### config.mk
export PLATFORM = sky130hd
export DESIGN_NAME = conv_window_buffer
export DESIGN_NICKNAME = d
export VERILOG_FILES = /design/src/logic/conv_pkg.sv /design/src/logic/conv_window_buffer.sv
export VERILOG_INCLUDE_DIRS = /design/src /design/src/logic
export SDC_FILE = /design/constraint.sdc
export NUM_CORES = 1
export LEC_CHECK = 0
export CELL_PAD_IN_SITES_DETAIL_PLACEMENT = 0
export CELL_PAD_IN_SITES_GLOBAL_PLACEMENT = 1
export CORE_MARGIN = 2
export CORE_UTILIZATION = 50
export DETAILED_ROUTE_END_ITERATION = 6
export DONT_BUFFER_PORTS = 1
export GPL_ROUTABILITY_DRIVEN = 0
export GPL_TIMING_DRIVEN = 0
export PLACE_DENSITY_LB_ADDON = 0.1
export RECOVER_POWER = 50
export SLEW_MARGIN = 40
export SYNTH_ARGS = -nofsm -noshare
export SYNTH_HDL_FRONTEND = slang
export SYNTH_SLANG_ARGS = --single-unit
### constraint.sdc
create_clock -name clk -period 6 [get_ports clk]
set_clock_uncertainty 0.2 [all_clocks]
set_input_delay 0.6 -clock clk [delete_from_list [all_inputs] [get_ports clk]]
set_output_delay 0.6 -clock clk [all_outputs]
set_load 0.05 [all_outputs]
### src/logic/conv_macros.svh
`ifndef CONV_MACROS_SVH
`define CONV_MACROS_SVH

// Pixels per image row
`define CONV_IMG_WIDTH 8

// Kernel side length, windows are square
`define CONV_KERNEL 3

// Windows produced along one row
`define CONV_OUT_WIDTH ((`CONV_IMG_WIDTH) - (`CONV_KERNEL) + 1)

// Signed fixed point value, shared by pixels, weights, bias and results
`define CONV_VALUE_BITS 16

// Fractional bits of the value format
`define CONV_FRAC_BITS 8

// Output channels computed per window
`define CONV_OUT_CHANNELS 4

// Step between kept windows in both directions
`define CONV_STRIDE 2

`endif
### src/logic/conv_pkg.sv
`include "conv_macros.svh"

package conv_pkg;

    // Basic fixed point quantities
    typedef logic signed [`CONV_VALUE_BITS-1:0] value_t;
    typedef logic signed [2*`CONV_VALUE_BITS-1:0] product_t;

    // Column pointer into a line RAM
    typedef logic [$clog2(`CONV_IMG_WIDTH)-1:0] col_addr_t;

    // Channel counter, one extra code marks the end of a sweep
    typedef logic [$clog2(`CONV_OUT_CHANNELS+1)-1:0] chan_idx_t;

    // Window taps, index row*K+col, index 0 is the top-left tap
    typedef value_t [`CONV_KERNEL*`CONV_KERNEL-1:0] window_t;
    typedef value_t [`CONV_OUT_CHANNELS-1:0] feature_t;
    typedef value_t [`CONV_OUT_CHANNELS-1:0][`CONV_KERNEL-1:0][`CONV_KERNEL-1:0] kernel_bank_t;
    typedef value_t [`CONV_OUT_CHANNELS-1:0] bias_vec_t;

    // Stream payloads
    typedef struct packed {
        value_t data;
        logic   last;
    } pixel_beat_t;

    typedef struct packed {
        window_t taps;
        logic    last;
    } window_beat_t;

    typedef struct packed {
        feature_t data;
        logic     last;
    } feature_beat_t;

    typedef enum logic [1:0] {MAC_IDLE, MAC_RUN, MAC_HOLD} mac_state_t;

endpackage

### src/logic/conv_window_buffer.sv
`timescale 1ns/1ps
`include "conv_macros.svh"

module conv_window_buffer (
    input  logic                   clk,
    input  logic                   reset,
    // Pixel stream in
    input  conv_pkg::pixel_beat_t  i_pixel,
    input  logic                   i_valid,
    output logic                   o_ready,
    // Window stream out
    output conv_pkg::window_beat_t o_window,
    output logic                   o_valid,
    input  logic                   i_ready
);
    import conv_pkg::*;

    localparam int K = `CONV_KERNEL;
    // Bottom tap row comes from the live pixel, so one RAM fewer than rows
    localparam int LINES = K - 1;
    localparam int SEL_BITS = (LINES > 1) ? $clog2(LINES) : 1;
    localparam col_addr_t LAST_COL = col_addr_t'(`CONV_IMG_WIDTH - 1);
    localparam col_addr_t FIRST_WIN_COL = col_addr_t'(K - 1);
    localparam logic [SEL_BITS-1:0] LAST_SEL = SEL_BITS'(LINES - 1);

    // Line storage and its registered read port
    value_t              line_ram [LINES][`CONV_IMG_WIDTH];
    value_t              ram_rd_q [LINES];
    value_t              new_col  [K];

    // Window register, doubles as the output payload
    window_t             taps_q;
    logic                last_q;
    logic                valid_q;

    // Write side bookkeeping
    col_addr_t           wr_col;
    col_addr_t           rd_addr;
    logic [SEL_BITS-1:0] wr_sel;
    logic                rows_ready;

    logic                accept;
    logic                row_end;
    logic                win_ok;
    logic                drain;

    // Hold off input while a window is stuck or the final window waits
    assign o_ready = !last_q && (!valid_q || i_ready);
    assign accept  = i_valid && o_ready;
    assign row_end = (wr_col == LAST_COL);

    // Enough rows stored and enough columns shifted in
    assign win_ok  = rows_ready && (wr_col >= FIRST_WIN_COL);

    // Final window of the image leaves this cycle
    assign drain   = valid_q && last_q && i_ready;

    // Read one column ahead so the data is ready when the pixel arrives
    assign rd_addr = !accept ? wr_col : (row_end ? '0 : wr_col + 1'b1);

    // Line RAMs, read happens before the write at the same column
    always_ff @(posedge clk) begin
        for (int i = 0; i < LINES; i++) begin
            if (accept && (wr_sel == SEL_BITS'(i))) begin
                line_ram[i][wr_col] <= i_pixel.data;
            end
            ram_rd_q[i] <= line_ram[i][rd_addr];
        end
    end

    // Map RAMs onto tap rows
    // The RAM under write holds the oldest row, so it feeds the top row
    always_comb begin
        int src;
        for (int row = 0; row < LINES; row++) begin
            src = int'(wr_sel) + row;
            if (src >= LINES) begin
                src = src - LINES;
            end
            new_col[row] = ram_rd_q[src];
        end
        // Bottom row is the pixel on the input right now
        new_col[K-1] = i_pixel.data;
    end

    // Slide the window one column to the right per accepted pixel
    always_ff @(posedge clk) begin
        if (accept) begin
            for (int row = 0; row < K; row++) begin
                for (int col = 0; col < K - 1; col++) begin
                    taps_q[row*K + col] <= taps_q[row*K + col + 1];
                end
                taps_q[row*K + K - 1] <= new_col[row];
            end
        end
    end

    // Pointers, startup flag and output valid
    always_ff @(posedge clk) begin
        if (reset || drain) begin
            wr_col     <= '0;
            wr_sel     <= '0;
            rows_ready <= 1'b0;
            valid_q    <= 1'b0;
            last_q     <= 1'b0;
        end else if (accept) begin
            // A new window replaces any one leaving on this edge
            valid_q <= win_ok;
            last_q  <= i_pixel.last;
            if (row_end) begin
                wr_col <= '0;
                // Rotate the scratch RAM
                wr_sel <= (wr_sel == LAST_SEL) ? '0 : wr_sel + 1'b1;
                // K-1 rows stored after the first full rotation
                if (wr_sel == LAST_SEL) begin
                    rows_ready <= 1'b1;
                end
            end else begin
                wr_col <= wr_col + 1'b1;
            end
        end else if (valid_q && i_ready) begin
            valid_q <= 1'b0;
        end
    end

    assign o_valid  = valid_q;
    assign o_window = '{taps: taps_q, last: last_q};

endmodule

==> results of run 1 <==
-- cells in the final DEF, fill, tap and decap left out, drive strengths merged, types with 2 or more instances in the layout --
master,count
clkinv,13
and2,32
o311ai,33
a21oi,69
mux2,32
nor3,101
a221oi,32
a31oi,130
nand2b,5
bufinv,7
o311a,32
or3,3
nand2,165
edfxtp,400
ha,3
dfxtp,39
clkbuf,146
o21ai,67
nor2b,3
a32oi,32
nor2,213
clkinvlp,3
nand3,2
dlygate4sd3,4
buf,86
-- kinds of logic (layout without fill, tap and decap cells) --
family | Yosys count | after routing | share of synthesized area
AO/OA/AOI/OAI | 397 | 397 | 0.1425
adder cells (fa/ha/maj) | 3 | 3 | 0.001992
other | 0 | 1 | 0
multiplexers | 32 | 32 | 0.01913
buffers and inverters | 145 | 260 | 0.03566
XOR/XNOR | 1 | 1 | 0.0004649
flip-flops | 439 | 439 | 0.6789
AND/OR/NAND/NOR | 527 | 527 | 0.1213
-- registers in the layout, indices dropped and copies added (netlist names) --
name	count
line_ram	256
o_window	144
ram_rd_q	32
wr_col	3
last_q	1
o_valid	1
rows_ready	1
wr_sel	1
-- how the worst max path moves through the flow --
stage	start	endpoint	slack, ps
4_1_cts	wr_col[0]$_SDFF_PP0_	ram_rd_q[0][11]$_DFF_P_	1990
2_1_floorplan	i_valid	line_ram[0][32]$_DFFE_PP_	930
5_1_grt	wr_col[0]$_SDFF_PP0_	ram_rd_q[0][11]$_DFF_P_	1810
3_3_place_gp	i_valid	line_ram[0][41]$_DFFE_PP_	-920
3_5_place_dp	wr_col[0]$_SDFF_PP0_	ram_rd_q[0][11]$_DFF_P_	2000
6_report	wr_col[0]$_SDFF_PP0_	ram_rd_q[1][4]$_DFF_P_	1850
-- report_power, final --
group / switching [mW] / total [mW] / internal (mW)
clock network: 1.19 / 3.00 / 1.81
registers: 0.373 / 3.91 / 3.53
logic: 0.540 / 0.766 / 0.226
-- metal layers --
| metal | track usage | share of wire | vias up |
|---|---|---|---|
| met2 | 0.4658 | 0.45 | 820 |
| met5 | 0 | 0.00090 | - |
| li1 | - | - | 6057 |
| met3 | 0.04292 | 0.082 | 148 |
| met4 | 0.1498 | 0.052 | 8 |
| met1 | 0.4095 | 0.41 | 6850 |
-- through the flow --
| stage | hold slack (ps) | instances |
|---|---|---|
| detailed placement | 257.8 | 2066 |
| global placement | 255.0 | 2055 |
| CTS | 68.71 | 2169 |
| floorplan | 231.2 | 1544 |
| finish | 94.06 | 2171 |
| global route | 90.56 | 2170 |
-- worst reg2reg max path, delay by kind of cell, from the launching register on --
family,cells,cell delay [ps]
AOI/OAI and AO/OA,3,910
adders and majority gates,1,520
buffers and inverters,5,1690
DFF,1,340
and+or+nand+nor,1,330
-- cell type report --
type                       instances  area, um^2  area share
buffer                           143       674.4     0.03140
timing repair buffer              29       259.0     0.01206
clock inverter                    22       310.3     0.01445
clock buffer                      64        1290     0.06007
antenna                            1       2.502   0.0001165
multi-input combinational        960        5499      0.2561
inverter                           2       7.507   0.0003496
sequential                       439       12790      0.5957
tap                              511       639.4     0.02977
-- timing repair --
action | 4_1_cts | 5_1_grt
endpoints found under the hold margin | 273 | 0
hold buffers | 17 | 0
resized for setup | 0 | 0
==> impl_metrics.toml, run 1 <==
[clock_network]
h-tree-depth = 2
clockBufferDepth = 3
cts_setup_buffers = 0
clock-sinks = 439
insertion_delay_ps = 600
clockRootBuffer = "clkbuf_16"
cts_tree = "yes"
cts_made_buffers = 46
clk_pin_slew_ps = 60

[worst_setup_path]
path_depth = 10
r2r_slack_ps = 1850
crit_path_frequent_cell = "buf_2"
cpLargestDelayFamily = "buffers and inverters"
r2r_cells = 10
cp_max_fo = 10
path_class = "register to register"
crit_slowest_cell = "ha_1"
r2r-end = "ram_rd_q[1][4]$_DFF_P_"
slowest_delay_ps = 520
worstSetupStartpointType = "register"
cp.buffers_inverters = 5
required_ps = 6240
cp_cell_sequence = "buf_2 -> buf_2 -> clkinv_1 -> clkbuf_1 -> ha_1 -> nand4b_1 -> buf_2 -> a221oi_1 -> a32oi_1 -> o311a_1"
cp-end-kind = "register"
reg2reg_from = "wr_col[0]$_SDFF_PP0_"
critPathArrivalTime_ps = 4390

[floorplan]
pin_count = 168
rows = 71
dieArea_um2 = 39250
core_um2 = 37400
die_w_um = 198.1
start_util = 0.5038
die_height_um = 198.1

[finish]
final_area_um2 = 21470
layout-drive-gt1-share = 0.1272
final_core_util = 0.5742
finalNetCount = 1645
fill_cells = 3033
syn2layout_area_growth_pct = 13.97

[logic_synthesis]
netlist_area_um2 = 18840
synth_top_area_cell = "edfxtp_1"
synthesis.nets = 1568
ys_async_sr_fraction = 0
yosysWarningCount = 0
synth_most_common_cell = "edfxtp_1"
ys_seq_area_frac = 0.6789
syn_area_per_cell_um2 = 12.20
ys_ff_latch = 439
netlist_instances = 1544
synthTopCellsByArea = "edfxtp_1, a31oi_1, dfxtp_1"
synth_top_area_share = 0.6375
synthFlopType = "edfxtp_1"
ys_types = 39
synthTopCellsByCount = "edfxtp_1, nor2_1, nand2_1, a31oi_1, nor3_1"
synth_edf_count = 400

[global_routing]
grt_max_degree = 79
antenna_found_initial = 5
grt_use_total = 0.2983
grt-ovfl-total = 0
grt_pass1_vias = 12950
grt_pass1_wl_mm = 84.57

[timing]
finalMaxSlewViolations = 0
fin_crit_sh = 0.6912
relSlewSlack = 0.08719
final-setup-viol-count = 0
rsz0062_at_grt = "false"
hold_viol = 0
period_needed_ps = 4147
timing.fmax_mhz = 241.1
tns_ps = 0
worst_slack_ps = 1853
tightest_slew_ps = 1369

[power]
ir_drop_mv = 0.2136
p_leak_nw = 6.912
finalPower_mw = 7.673
pwr_density_cell_nw_per_um2 = 357.3

[drt]
drtIter0Drc = 1645
dr_total_vias = 13880
firstDrtPassIters = 5
drc = 0
routedWlPerCell_um = 27.13
vias_per_cell = 6.395
ant_nets = 0
wl_mm = 58.91

[hold_path]
hold_path.class = "primary input to register"
holdPathStages = 2
hold_end = "last_q$_SDFFE_PP0N_"
min_from = "reset"

[placed_design]
post-place-ws_ps = 2001
port_buffers = 0
place_area_um2 = 19770
dp_hpwl_mm = 38.80

[outcome]
outcome = "completed"

[run]
drv_cap = 0
Power figures use the tool's default switching activity.
==> run 2, diff against run 1 <==
==> constraint.sdc (replaced) <==
create_clock -name clk -period 3.85 [get_ports clk]
set_clock_uncertainty 0.2 [all_clocks]
set_input_delay 0.385 -clock clk [delete_from_list [all_inputs] [get_ports clk]]
set_output_delay 0.385 -clock clk [all_outputs]
set_load 0.05 [all_outputs]
==> impl_metrics.toml, run 2 (synthesized netlist as in run 1, its figures left out) <==
[clock_network]
clock-sinks = 439
cts_tree = "yes"
insertion_delay_ps = 600
clockBufferDepth = 3
h-tree-depth = 2
clockRootBuffer = "clkbuf_16"
clk_pin_slew_ps = 60
cts_made_buffers = 47

[finish]
final_common_cell = "edfxtp_1"
finalNetCount = 1650
syn2layout_area_growth_pct = 14.52
instances_no_fill = 2179
layout-drive-gt1-share = 0.1280
mostFrequentLayoutCells = "edfxtp_1, nor2_1, nand2_1, a31oi_1, nor3_1"
largest_reg_flops = 256
regMostFlops = "line_ram"

[global_routing]
grt_pass1_vias = 13320
grt_pass1_wl_mm = 85.79
antenna_found_initial = 11
grt-ovfl-total = 0
grt_max_degree = 80
grt_use_total = 0.3014

[hold_path]
min_from = "i_valid"
hold_path.class = "primary input to register"

[placed_design]
dp_hpwl_mm = 38.55
place_inst = 2066
port_buffers = 0

[floorplan]
dieArea_um2 = 39250
rows = 71
core_um2 = 37400
start_util = 0.5038
die_height_um = 198.1
die_w_um = 198.1
pin_count = 168

[drt]
ant_nets = 0
drtIter0Drc = 1795
route.met3.wl_mm = 6.205
top_layer_used = "met5"
firstDrtPassIters = 7
drc = 1
wl_met2_mm = 26.10
drt-met1-wl_mm = 23.56
wl_mm = 59.29
vias_per_cell = 6.397
routedWlPerCell_um = 27.21
dr_total_vias = 13940

[worst_setup_path]
worstSetupStartpointType = "register"
path_class = "register to register"
cp_max_fo = 10
required_ps = 4090
startpoint = "wr_col[0]$_SDFF_PP0_"
cp-end-kind = "register"
critPathArrivalTime_ps = 3990
reg2reg_from = "wr_col[0]$_SDFF_PP0_"

[timing]
relSlewSlack = 0.04931
hold_viol = 0
tightest_slew_ps = 1426
fin_crit_sh = 0.9728
timing.fmax_mhz = 267.0
finalMaxSlewViolations = 0
rsz0062_at_grt = "false"
period_needed_ps = 3745
final-setup-viol-count = 0
whs_ps = 262.2
tns_ps = 0

[power]
pwr_density_cell_nw_per_um2 = 553.1
ir_drop_mv = 0.3118
p_leak_nw = 6.934

[outcome]
violations = "DRC"
outcome = "complete, but fails checks"

[run]
drv_cap = 0
run 2: worst paths after layout:
kind	endpoint	slack, ps	depth (start not counted)
worst max-delay path	ram_rd_q[0][5]$_DFF_P_	100	9
worst min-delay path	ram_rd_q[1][14]$_DFF_P_	260	5
worst max register to register	ram_rd_q[0][5]$_DFF_P_	100	9
worst min register to register	rows_ready$_SDFFE_PP0P_	300	2
run 2: per-layer routing:
| metal | track usage | vias to the layer above |
|---|---|---|
| met1 | 0.4017 | 6867 |
| li1 | - | 6079 |
| met2 | 0.4586 | 830 |
| met5 | 0 | - |
| met4 | 0.1573 | 10 |
| met3 | 0.07375 | 154 |
run 2: layout make-up:
class / count / area, um^2
Fill cell: 3119 / 15820
Sequential cell: 439 / 12790
Multi-Input combinational cell: 960 / 5513
Clock buffer: 63 / 1286
Buffer: 143 / 678.2
Tap cell: 511 / 639.4
Timing Repair Buffer: 33 / 344.1
Clock inverter: 24 / 306.5
Antenna cell: 4 / 10.01
Inverter: 2 / 8.758
run 2: power breakdown:
| part | total (mW) | switching, mW | internal, mW |
|---|---|---|---|
| clock network | 4.64 | 1.88 | 2.76 |
| registers | 6.08 | 0.576 | 5.51 |
| logic | 1.21 | 0.852 | 0.360 |
| total | 11.9 | 3.31 | 8.62 |
run 2: timing repair:
item                                    4_1_cts  5_1_grt
endpoints found under the hold margin       279        0
pin swaps                                     0        1
resized for setup                             3        1
endpoints found under the setup margin       31        5
hold buffers                                 20        0
buffers inserted                              0        1
run 2: worst max-delay path, cell delays in order, from the launching register on:
cell      delay, ps
dfxtp_1         350
buf_2           280
buf_4           300
clkinv_2        190
clkbuf_2        300
ha_1            450
o31ai_2         660
buf_2           380
o311ai_1        200
o311a_1         260
run 2: per-stage QoR:
| step | utilization | power, mW | setup WS, ps | area [um^2] |
|---|---|---|---|---|
| 2_1_floorplan | - | 6.822 | 138.3 | 18850 |
| 3_3_place_gp | 0.5212 | 7.248 | -1294 | 19490 |
| 3_5_place_dp | 0.5298 | 7.280 | -271.9 | 19810 |
| 4_1_cts | 0.5779 | 11.98 | 97.80 | 21610 |
| 5_1_grt | 0.5768 | 12.29 | 44.22 | 21570 |
| 6_report | 0.5770 | 11.93 | 104.6 | 21580 |
