$ cat src/logic/conv_macros.svh
`ifndef CONV_MACROS_SVH
`define CONV_MACROS_SVH

// Pixels per image row
`define CONV_IMG_WIDTH 8

// Kernel side length, windows are square
`define CONV_KERNEL 3

// Windows produced along one row
`define CONV_OUT_WIDTH ((`CONV_IMG_WIDTH) - (`CONV_KERNEL) + 1)

// Signed fixed point value, shared by pixels, weights, bias and results
`define CONV_VALUE_BITS 16

// Fractional bits of the value format
`define CONV_FRAC_BITS 8

// Output channels computed per window
`define CONV_OUT_CHANNELS 4

// Step between kept windows in both directions
`define CONV_STRIDE 2

`endif
$ cat src/logic/conv_pkg.sv
`include "conv_macros.svh"

package conv_pkg;

    // Basic fixed point quantities
    typedef logic signed [`CONV_VALUE_BITS-1:0] value_t;
    typedef logic signed [2*`CONV_VALUE_BITS-1:0] product_t;

    // Column pointer into a line RAM
    typedef logic [$clog2(`CONV_IMG_WIDTH)-1:0] col_addr_t;

    // Channel counter, one extra code marks the end of a sweep
    typedef logic [$clog2(`CONV_OUT_CHANNELS+1)-1:0] chan_idx_t;

    // Window taps, index row*K+col, index 0 is the top-left tap
    typedef value_t [`CONV_KERNEL*`CONV_KERNEL-1:0] window_t;
    typedef value_t [`CONV_OUT_CHANNELS-1:0] feature_t;
    typedef value_t [`CONV_OUT_CHANNELS-1:0][`CONV_KERNEL-1:0][`CONV_KERNEL-1:0] kernel_bank_t;
    typedef value_t [`CONV_OUT_CHANNELS-1:0] bias_vec_t;

    // Stream payloads
    typedef struct packed {
        value_t data;
        logic   last;
    } pixel_beat_t;

    typedef struct packed {
        window_t taps;
        logic    last;
    } window_beat_t;

    typedef struct packed {
        feature_t data;
        logic     last;
    } feature_beat_t;

    typedef enum logic [1:0] {MAC_IDLE, MAC_RUN, MAC_HOLD} mac_state_t;

endpackage

$ cat src/logic/conv_output_stage.sv
`timescale 1ns/1ps
`include "conv_macros.svh"

module conv_output_stage (
    input  logic                    clk,
    input  logic                    reset,
    // Raw dot products in
    input  conv_pkg::feature_beat_t i_feature,
    input  logic                    i_valid,
    output logic                    o_ready,
    // Per channel bias
    input  conv_pkg::bias_vec_t     i_bias,
    // Activated features out
    output conv_pkg::feature_beat_t o_feature,
    output logic                    o_valid,
    input  logic                    i_ready
);
    import conv_pkg::*;

    localparam int CH = `CONV_OUT_CHANNELS;
    localparam int S = `CONV_STRIDE;
    localparam int COL_BITS = (`CONV_OUT_WIDTH > 1) ? $clog2(`CONV_OUT_WIDTH) : 1;
    localparam int MOD_BITS = (S > 1) ? $clog2(S) : 1;
    localparam logic [COL_BITS-1:0] LAST_COL = COL_BITS'(`CONV_OUT_WIDTH - 1);
    localparam logic [MOD_BITS-1:0] LAST_MOD = MOD_BITS'(S - 1);

    feature_t            biased;
    feature_t            data_q;
    logic                valid_q;
    logic                last_q;

    // Position of the window held in the register
    logic [COL_BITS-1:0] col_cnt;
    logic [MOD_BITS-1:0] col_mod;
    logic [MOD_BITS-1:0] row_mod;

    logic                keep;
    logic                leave;
    logic                accept;

    // Stride mask
    assign keep   = (row_mod == LAST_MOD) && (col_mod == LAST_MOD);
    // Skipped windows drain without waiting for downstream
    assign leave  = valid_q && (i_ready || !keep);
    assign o_ready = !valid_q || leave;
    assign accept = i_valid && o_ready;

    // Bias add then ReLU, both wrap in the value width
    always_comb begin
        value_t sum;
        for (int ch = 0; ch < CH; ch++) begin
            sum = i_feature.data[ch] + i_bias[ch];
            biased[ch] = sum[`CONV_VALUE_BITS-1] ? '0 : sum;
        end
    end

    always_ff @(posedge clk) begin
        if (accept) begin
            data_q <= biased;
        end
    end

    always_ff @(posedge clk) begin
        if (reset) begin
            valid_q <= 1'b0;
            last_q  <= 1'b0;
        end else if (accept) begin
            valid_q <= 1'b1;
            last_q  <= i_feature.last;
        end else if (leave) begin
            valid_q <= 1'b0;
            last_q  <= 1'b0;
        end
    end

    // Advance the window position as each beat leaves, restart per image
    always_ff @(posedge clk) begin
        if (reset || (leave && last_q)) begin
            col_cnt <= '0;
            col_mod <= '0;
            row_mod <= '0;
        end else if (leave) begin
            if (col_cnt == LAST_COL) begin
                col_cnt <= '0;
                col_mod <= '0;
                row_mod <= (row_mod == LAST_MOD) ? '0 : row_mod + 1'b1;
            end else begin
                col_cnt <= col_cnt + 1'b1;
                col_mod <= (col_mod == LAST_MOD) ? '0 : col_mod + 1'b1;
            end
        end
    end

    assign o_valid   = valid_q && keep;
    assign o_feature = '{data: data_q, last: last_q && keep};

endmodule

$ cat config.mk
export PLATFORM = sky130hd
export DESIGN_NAME = conv_output_stage
export DESIGN_NICKNAME = d
export VERILOG_FILES = /design/src/logic/conv_pkg.sv /design/src/logic/conv_output_stage.sv
export VERILOG_INCLUDE_DIRS = /design/src /design/src/logic
export SDC_FILE = /design/constraint.sdc
export NUM_CORES = 1
export LEC_CHECK = 0
export BUFFER_PORTS_ARGS = -buffer_cell sky130_fd_sc_hd__buf_4
export CORE_MARGIN = 3
export CORE_UTILIZATION = 54
export CTS_CLUSTER_DIAMETER = 50
export CTS_CLUSTER_SIZE = 40
export DETAILED_ROUTE_END_ITERATION = 10
export PLACE_DENSITY = 0.87
export SLEW_MARGIN = 15
export SYNTH_ARGS = -nofsm -noshare
export SYNTH_HDL_FRONTEND = slang
export SYNTH_SLANG_ARGS = --single-unit
$ cat constraint.sdc
create_clock -name clk -period 4.4 [get_ports clk]
set_input_delay 0.44 -clock clk [delete_from_list [all_inputs] [get_ports clk]]
set_output_delay 0.44 -clock clk [all_outputs]
set_load 0.005 [all_outputs]
==> summary.md, run 1 <==
| Metric | Value |
|---|---|
| Run status | `completed` |
| Ys async rst share | `0` |
| CP Capture Type | `flip-flop` |
| Area Growth Syn to Fin | `33.7%` |
| Post-synthesis sequential area ratio | `0.369` |
| Postcts setup bufs | `0` |
| Worst Clk Skew | `5.88 ps` |
| Die Y | `105 um` |
| Total gr overflow | `0` |
| RSZ-0062 raised after global routing | `false` |
| Minimum clock period | `2630 ps` |
| Diode count | `0` |
| Crit path buf inv count | `1` |
| Slew @ Worst Pin | `928 ps` |
| Die area | `0.0110 mm^2` |
| Clk Latency, worst-skew pair | `340 ps` |
| Slowest stage cell, crit path | `nor3_2` |
| Synth top area share | `0.342` |
| Routed via count | `4,770` |
| Port bufs | `195` |
| GPL Wtd Cong | `0.920` |
| Via density | `5.61` |
| Synth Area per Inst | `10.2 um^2` |
| Net Sw Power | `0.000680 W` |
| Critical path data arrival time | `2680 ps` |
| CP top delay family | `simple AND/OR/NAND/NOR gates` |
| H-tree Lvls | `3` |
| CTS tree | `built` |
| Post-CTS Resized | `0` |
| Aggregate negative setup slack | `0 ps` |
| Post-synth top cells | `edfxtp_1 (60), ha_1 (60), nor2_1 (42)` |
| Final wirelength | `13,700 um` |
| Comb pwr share | `0.378` |
| WL/cell | `16.2 um` |
| Vias in the first global route | `4,797` |
| Ports | `200` |
| Placed cell areas | `0.00684 mm^2` |
| Sequential power share | `0.386` |
| Internal | `0.00155 W` |
| Layout Utilization | `0.752` |
| Initial antenna violation count | `0` |
| Site Rows | `35` |
| Final instance area | `0.00704 mm^2` |
| Fmax | `380 MHz` |
| Max incr delay on CP | `770 ps` |
| Worst Path Max Fanout | `15` |
| Layout cells sized above 1 | `0.354` |
| Synth Register Bits | `67` |
| Worst Setup Path Type | `in -> reg` |
| Cells along the critical path | `buf_4, ha_1, a211oi_2, nor3_2, nor3_2, nor3_1, nor3_2, nor3_1` |
| Final slew viol count | `0` |
| Sw Ratio | `0.304` |
| Die width | `105 um` |
| Post-route insts no fill | `850` |
| CTS root buf | `clkbuf_8` |
| Post-Place Cells | `834` |
| Clk slew on worst S/H paths | `70 ps` |
| WP depth | `8` |
| Total CTS buffers | `9` |
| Core ar. | `0.00937 mm^2` |
| DRT Pass-1 Iters | `4` |
| Period utilization | `0.598` |
| Ys flop type | `edfxtp_1` |
| Leakage power | `3.18 nW` |
| Pwr/cell area | `317 mW/mm^2` |
| Post-DRT Antenna Nets | `0` |
| Worst hold path stage count | `2` |
| Crit start category | `primary input` |
| Drc violations | `0` |
| CTS Buffer Depth | `2` |
| Total Routing Usage GR | `0.244` |
| Cell count after synthesis | `516` |
| Worst slew margin | `0.378` |
| Yosys warnings | `0` |
| CTS Hold Bufs | `0` |
| R2R cell count | `6` |
| Clk pwr share | `0.236` |
| Sinks on Clock Net | `67` |
| Initial Util | `0.562` |
| Final Setup Violations | `0` |
| Layout net count | `913` |
| Worst path most repeated cell | `nor3_2` |
| Maximum vdd drop | `0.152 mV` |
| Number of synthesized flops with an enable pin | `60` |
| Endpoints failing hold | `0` |
| Drt initial violations | `147` |
| Largest net degree at the start of global routing | `32` |
| Largest cells by area after synthesis | `edfxtp_1 (34%), ha_1 (14%), xor2_1 (4.7%)` |
| Synthesized cell area | `0.00527 mm^2` |
| Required @ worst endpoint | `4440 ps` |
| First-pass GRT wire length | `22,000 um` |
| Distinct cell type count after synthesis | `50` |
| Max-Cap Viols | `0` |
| Hpwl dp | `11,400 um` |
| HP Class | `in -> reg` |
| Largest area contributor in the netlist | `edfxtp_1` |
-- power by group through the flow --
stage                     combinational [W]  clock, W  sequential (W)
after detailed placement           0.000839         0        0.000876
after global placement             0.000810         0        0.000873
after CTS                          0.000843  0.000532        0.000863
final                              0.000843  0.000528        0.000862
after global routing               0.000925  0.000565        0.000872
after floorplan                    0.000487         0        0.000883
-- cell families (layout without fill, tap and decap cells) --
kind of cell             count (synthesis)  after routing  synth area share
flip-flops                              67             67             0.369
buffers and inverters                   25            227            0.0256
other                                    1              4          0.000712
multiplexers                             3              3           0.00594
AO/OA/AOI/OAI                          154            154             0.202
XOR/XNOR                                49             49            0.0857
adder cells (fa/ha/maj)                 64             64             0.158
AND/OR/NAND/NOR                        153            153             0.154
-- per-stage QoR --
stage	hold WS [ps]	worst slack, ps	total power [W]
4_1_cts	320	1820	0.00224
3_5_place_dp	543	1450	0.00172
3_3_place_gp	509	1530	0.00168
2_1_floorplan	490	1880	0.00137
5_1_grt	339	1540	0.00236
6_report	336	1770	0.00223
-- layout make-up --
type / count / area [um^2]
Clock inverter: 2 / 35.0
Sequential cell: 67 / 1940
Multi-Input combinational cell: 427 / 3200
Fill cell: 691 / 2330
Timing Repair Buffer: 196 / 1470
Inverter: 15 / 56.3
Clock buffer: 14 / 173
Tap cell: 129 / 161
-- worst reg2reg max path, delay by kind of cell, from the launching register on --
kind | cells | cell delay (ps)
AND/OR/NAND/NOR | 4 | 1100
buffers and inverters | 1 | 510
flip-flops | 1 | 360
AO/OA/AOI/OAI | 1 | 180
-- sequential cells by signal, summed over array words and instances, names as in the netlist --
signal and count:
col_cnt 3, col_mod 1, last_q 1, o_feature 60, row_mod 1, valid_q 1
-- placed cells by master, fill, tap and decap left out, drive strengths merged, types with 2 or more instances in the layout --
cell type / n
nand2: 14
xnor2: 21
o22a: 3
o21a: 11
o2bb2ai: 4
xor2: 28
o31ai: 6
nor4b: 2
and2: 4
ha: 60
conb: 4
fa: 4
or3: 10
a211oi: 14
nand4: 2
nand2b: 3
clkbuf: 14
edfxtp: 60
dfxtp: 7
nor3: 19
nand3: 8
a41oi: 7
a21o: 21
nor2: 66
or2: 3
o21ai: 24
a31oi: 4
a21oi: 36
inv: 15
a31o: 9
o211ai: 5
mux2i: 2
buf: 196
nor3b: 5
and3: 10
nor2b: 5
o21bai: 8
-- path summary, 6_finish.rpt --
| path | startpoint | end | slack (ps) |
|---|---|---|---|
| min | reset | last_q | 340 |
| max reg2reg | valid_q | last_q | 2200 |
| max | i_feature[50] | o_feature[61] | 1770 |
| min reg2reg | col_mod | col_mod | 560 |
-- routing by layer --
| metal | GRT usage | part of all wire |
|---|---|---|
| met5 | 0 | 0 |
| met4 | 0.0984 | 0.029 |
| met3 | 0.0519 | 0.061 |
| met2 | 0.441 | 0.52 |
| met1 | 0.280 | 0.39 |
Power figures use the tool's default switching activity.
==> run 2, diff against run 1 <==
--- a/config.mk
+++ b/config.mk
@@ -6,13 +6,14 @@
 export SDC_FILE = /design/constraint.sdc
 export NUM_CORES = 1
 export LEC_CHECK = 0
+export ABC_AREA = 1
 export BUFFER_PORTS_ARGS = -buffer_cell sky130_fd_sc_hd__buf_4
 export CORE_MARGIN = 3
-export CORE_UTILIZATION = 54
+export CORE_UTILIZATION = 53
 export CTS_CLUSTER_DIAMETER = 50
 export CTS_CLUSTER_SIZE = 40
 export DETAILED_ROUTE_END_ITERATION = 10
-export PLACE_DENSITY = 0.87
+export PLACE_DENSITY = 0.82
 export SLEW_MARGIN = 15
 export SYNTH_ARGS = -nofsm -noshare
 export SYNTH_HDL_FRONTEND = slang
==> constraint.sdc (replaced) <==
create_clock -name clk -period 2.5 [get_ports clk]
set_input_delay 0.25 -clock clk [delete_from_list [all_inputs] [get_ports clk]]
set_output_delay 0.25 -clock clk [all_outputs]
set_load 0.005 [all_outputs]
==> run 2 against run 1 <==
Die area up 27%. Sequential power grew 71%. Critical endpoint is now o_feature[47]. Clock power up 130%.
==> summary.md, run 2 <==
| Metric | Value |
|---|---|
| Run status | `completed` |
| Period utilization | `0.663` |
| Worst Clk Skew | `5.85 ps` |
| Layout cells sized above 1 | `0.245` |
| CP Capture Type | `flip-flop` |
| Leakage power | `4.93 nW` |
| Final Setup Violations | `0` |
| Maximum vdd drop | `0.349 mV` |
| Hpwl dp | `13,000 um` |
| Clk slew on worst S/H paths | `50 ps` |
| Worst Slack Setup Final | `843 ps` |
| Critical path data arrival time | `1750 ps` |
| Area Growth Syn to Fin | `28.6%` |
| Initial Util | `0.548` |
| WL/cell | `11.4 um` |
| Site Rows | `40` |
| Initial antenna violation count | `0` |
| CTS Hold Bufs | `0` |
| Aggregate negative setup slack | `0 ps` |
| Largest area contributor in the netlist | `edfxtp_1` |
| Die width | `118 um` |
| Largest net degree at the start of global routing | `37` |
| GPL Wtd Cong | `0.874` |
| Ys flop type | `edfxtp_1` |
| Final slew viol count | `0` |
| Setup crit start | `i_feature[33]` |
| Fmax | `604 MHz` |
| Pwr/cell area | `502 mW/mm^2` |
| End point of the critical path | `o_feature[47]` |
| Die Y | `118 um` |
| Sinks on Clock Net | `67` |
| Distinct cell type count after synthesis | `31` |
| DRT Pass-1 Iters | `5` |
| Postcts setup bufs | `0` |
| Cell count after synthesis | `994` |
| Number of synthesized flops with an enable pin | `60` |
| Routed via count | `6,454` |
| Total gr overflow | `0` |
| Synth top area share | `0.270` |
| Ports | `200` |
| Synthesized cell area | `0.00667 mm^2` |
| R2R cell count | `7` |
| Crit start category | `primary input` |
| Most frequent cell after synthesis | `nand2_1` |
| Final wirelength | `15,600 um` |
| Minimum clock period | `1660 ps` |
| H-tree Lvls | `3` |
| Total Routing Usage GR | `0.226` |
| CTS Buffer Depth | `2` |
| R2r endpoint | `col_cnt[2]` |
| Worst Setup Path Type | `in -> reg` |
| Post-DRT Antenna Nets | `0` |
| Post-synth top cells | `nand2_1 (332), inv_1 (225), edfxtp_1 (60), ha_1 (60), nor2_1 (59)` |
| Endpoints failing hold | `0` |
| Largest cells by area after synthesis | `edfxtp_1 (27%), nand2_1 (19%), inv_1 (13%)` |
| Max reg flops | `60` |
| Port bufs | `195` |
| Required @ worst endpoint | `2590 ps` |
| CTS root buf | `clkbuf_16` |
| CTS tree | `built` |
| Most frequent cells in the layout | `nand2_1 (332), inv_1 (225), buf_4 (197), ha_1 (60), edfxtp_1 (60)` |
| HP Class | `in -> reg` |
| Drt initial violations | `359` |
| Die area | `0.0140 mm^2` |
| Yosys warnings | `0` |
| Flop2flop setup slack | `1010 ps` |
| Max-Cap Viols | `0` |
| Vias in the first global route | `6,007` |
| Via density | `4.71` |
| Leading cell type in the layout, fill and taps excluded | `nand2_1` |
| Post-CTS Resized | `0` |
| Clk Latency, worst-skew pair | `330 ps` |
| FF-to-FF Start | `valid_q` |
| Dpl ws | `512 ps` |
| Core ar. | `0.0122 mm^2` |
| RSZ-0062 raised after global routing | `false` |
| Total CTS buffers | `9` |
| Drc violations | `0` |
| Synth Area per Inst | `6.71 um^2` |
| Worst Path Max Fanout | `4` |
| Diode count | `0` |
| Layout net count | `1,394` |
| Post-synthesis sequential area ratio | `0.291` |
| First-pass GRT wire length | `26,300 um` |
| Ys async rst share | `0` |
| Synth Register Bits | `67` |
run 2: changes by cell type in the layout (fill, tap and decap cells not counted), moves of 16 or more:
| cell | before | now |
|---|---|---|
| inv_1 | 15 | 225 |
| nand2_1 | 14 | 332 |
| nand3_1 | 8 | 58 |
| nand2_2 | 0 | 20 |
| nor2_1 | 42 | 59 |
| a21o_1 | 21 | 0 |
| o21ai_0 | 17 | 1 |
| nor2_2 | 24 | 48 |
run 2: cell families (layout without fill, tap and decap cells):
kind of cell | count (synthesis) | count (layout) | share of synthesized area
flip-flops | 67 | 67 | 0.291
AO/OA/AOI/OAI | 42 | 42 | 0.0347
XOR/XNOR | 32 | 32 | 0.0420
other | 1 | 4 | 0.000562
AND/OR/NAND/NOR | 554 | 554 | 0.366
adder cells (fa/ha/maj) | 64 | 64 | 0.125
buffers and inverters | 234 | 439 | 0.141
run 2: critical path, cell delays in order:
cell and delay [ps]:
buf_4 110, ha_1 260, fa_1 440, nand2_1 110
nand2_1 60, nand3_1 60, nand2_1 100, nand2_1 100
nand2_1 50, nand2_1 60, nand2_1 50, nand2_1 60
inv_1 40
run 2: cell type report:
type | instances | area, um^2
multi-input combinational | 696 | 3810
fill | 1034 | 3590
sequential | 67 | 1940
timing repair buffer | 197 | 1480
inverter | 226 | 848
clock buffer | 14 | 275
tap | 168 | 210
clock inverter | 2 | 10.0
run 2: metal layers:
layer,vias up,track usage,part of all wire
met5,-,0,0
met4,0,0.0923,0.026
met3,39,0.0388,0.056
met2,196,0.398,0.50
met1,2799,0.272,0.41
li1,3420,-,-
run 2: worst min path at each step:
stage               start      end  cells past startpoint
floorplan           reset   last_q                      1
global placement    reset   last_q                      2
detailed placement  reset  valid_q                      2
CTS                 reset  valid_q                      2
global route        reset   last_q                      2
finish              reset  valid_q                      2
run 2: per-stage QoR:
step | cell area [um^2] | hold slack (ps) | cells | util | total power (W)
global placement | 8290 | 430 | 1354 | 0.682 | 0.00308
floorplan | 6690 | 319 | 997 | - | 0.00254
CTS | 8570 | 80.0 | 1370 | 0.705 | 0.00433
detailed placement | 8290 | 431 | 1354 | 0.682 | 0.00312
finish | 8570 | 91.2 | 1370 | 0.705 | 0.00430
global route | 8570 | 87.2 | 1370 | 0.705 | 0.00461
run 2: power breakdown:
part / internal, W / total (W) / switching (W)
Combinational: 0.000728 / 0.00163 / 0.000898
Sequential: 0.00142 / 0.00147 / 0.0000452
Clock: 0.000756 / 0.00121 / 0.000450
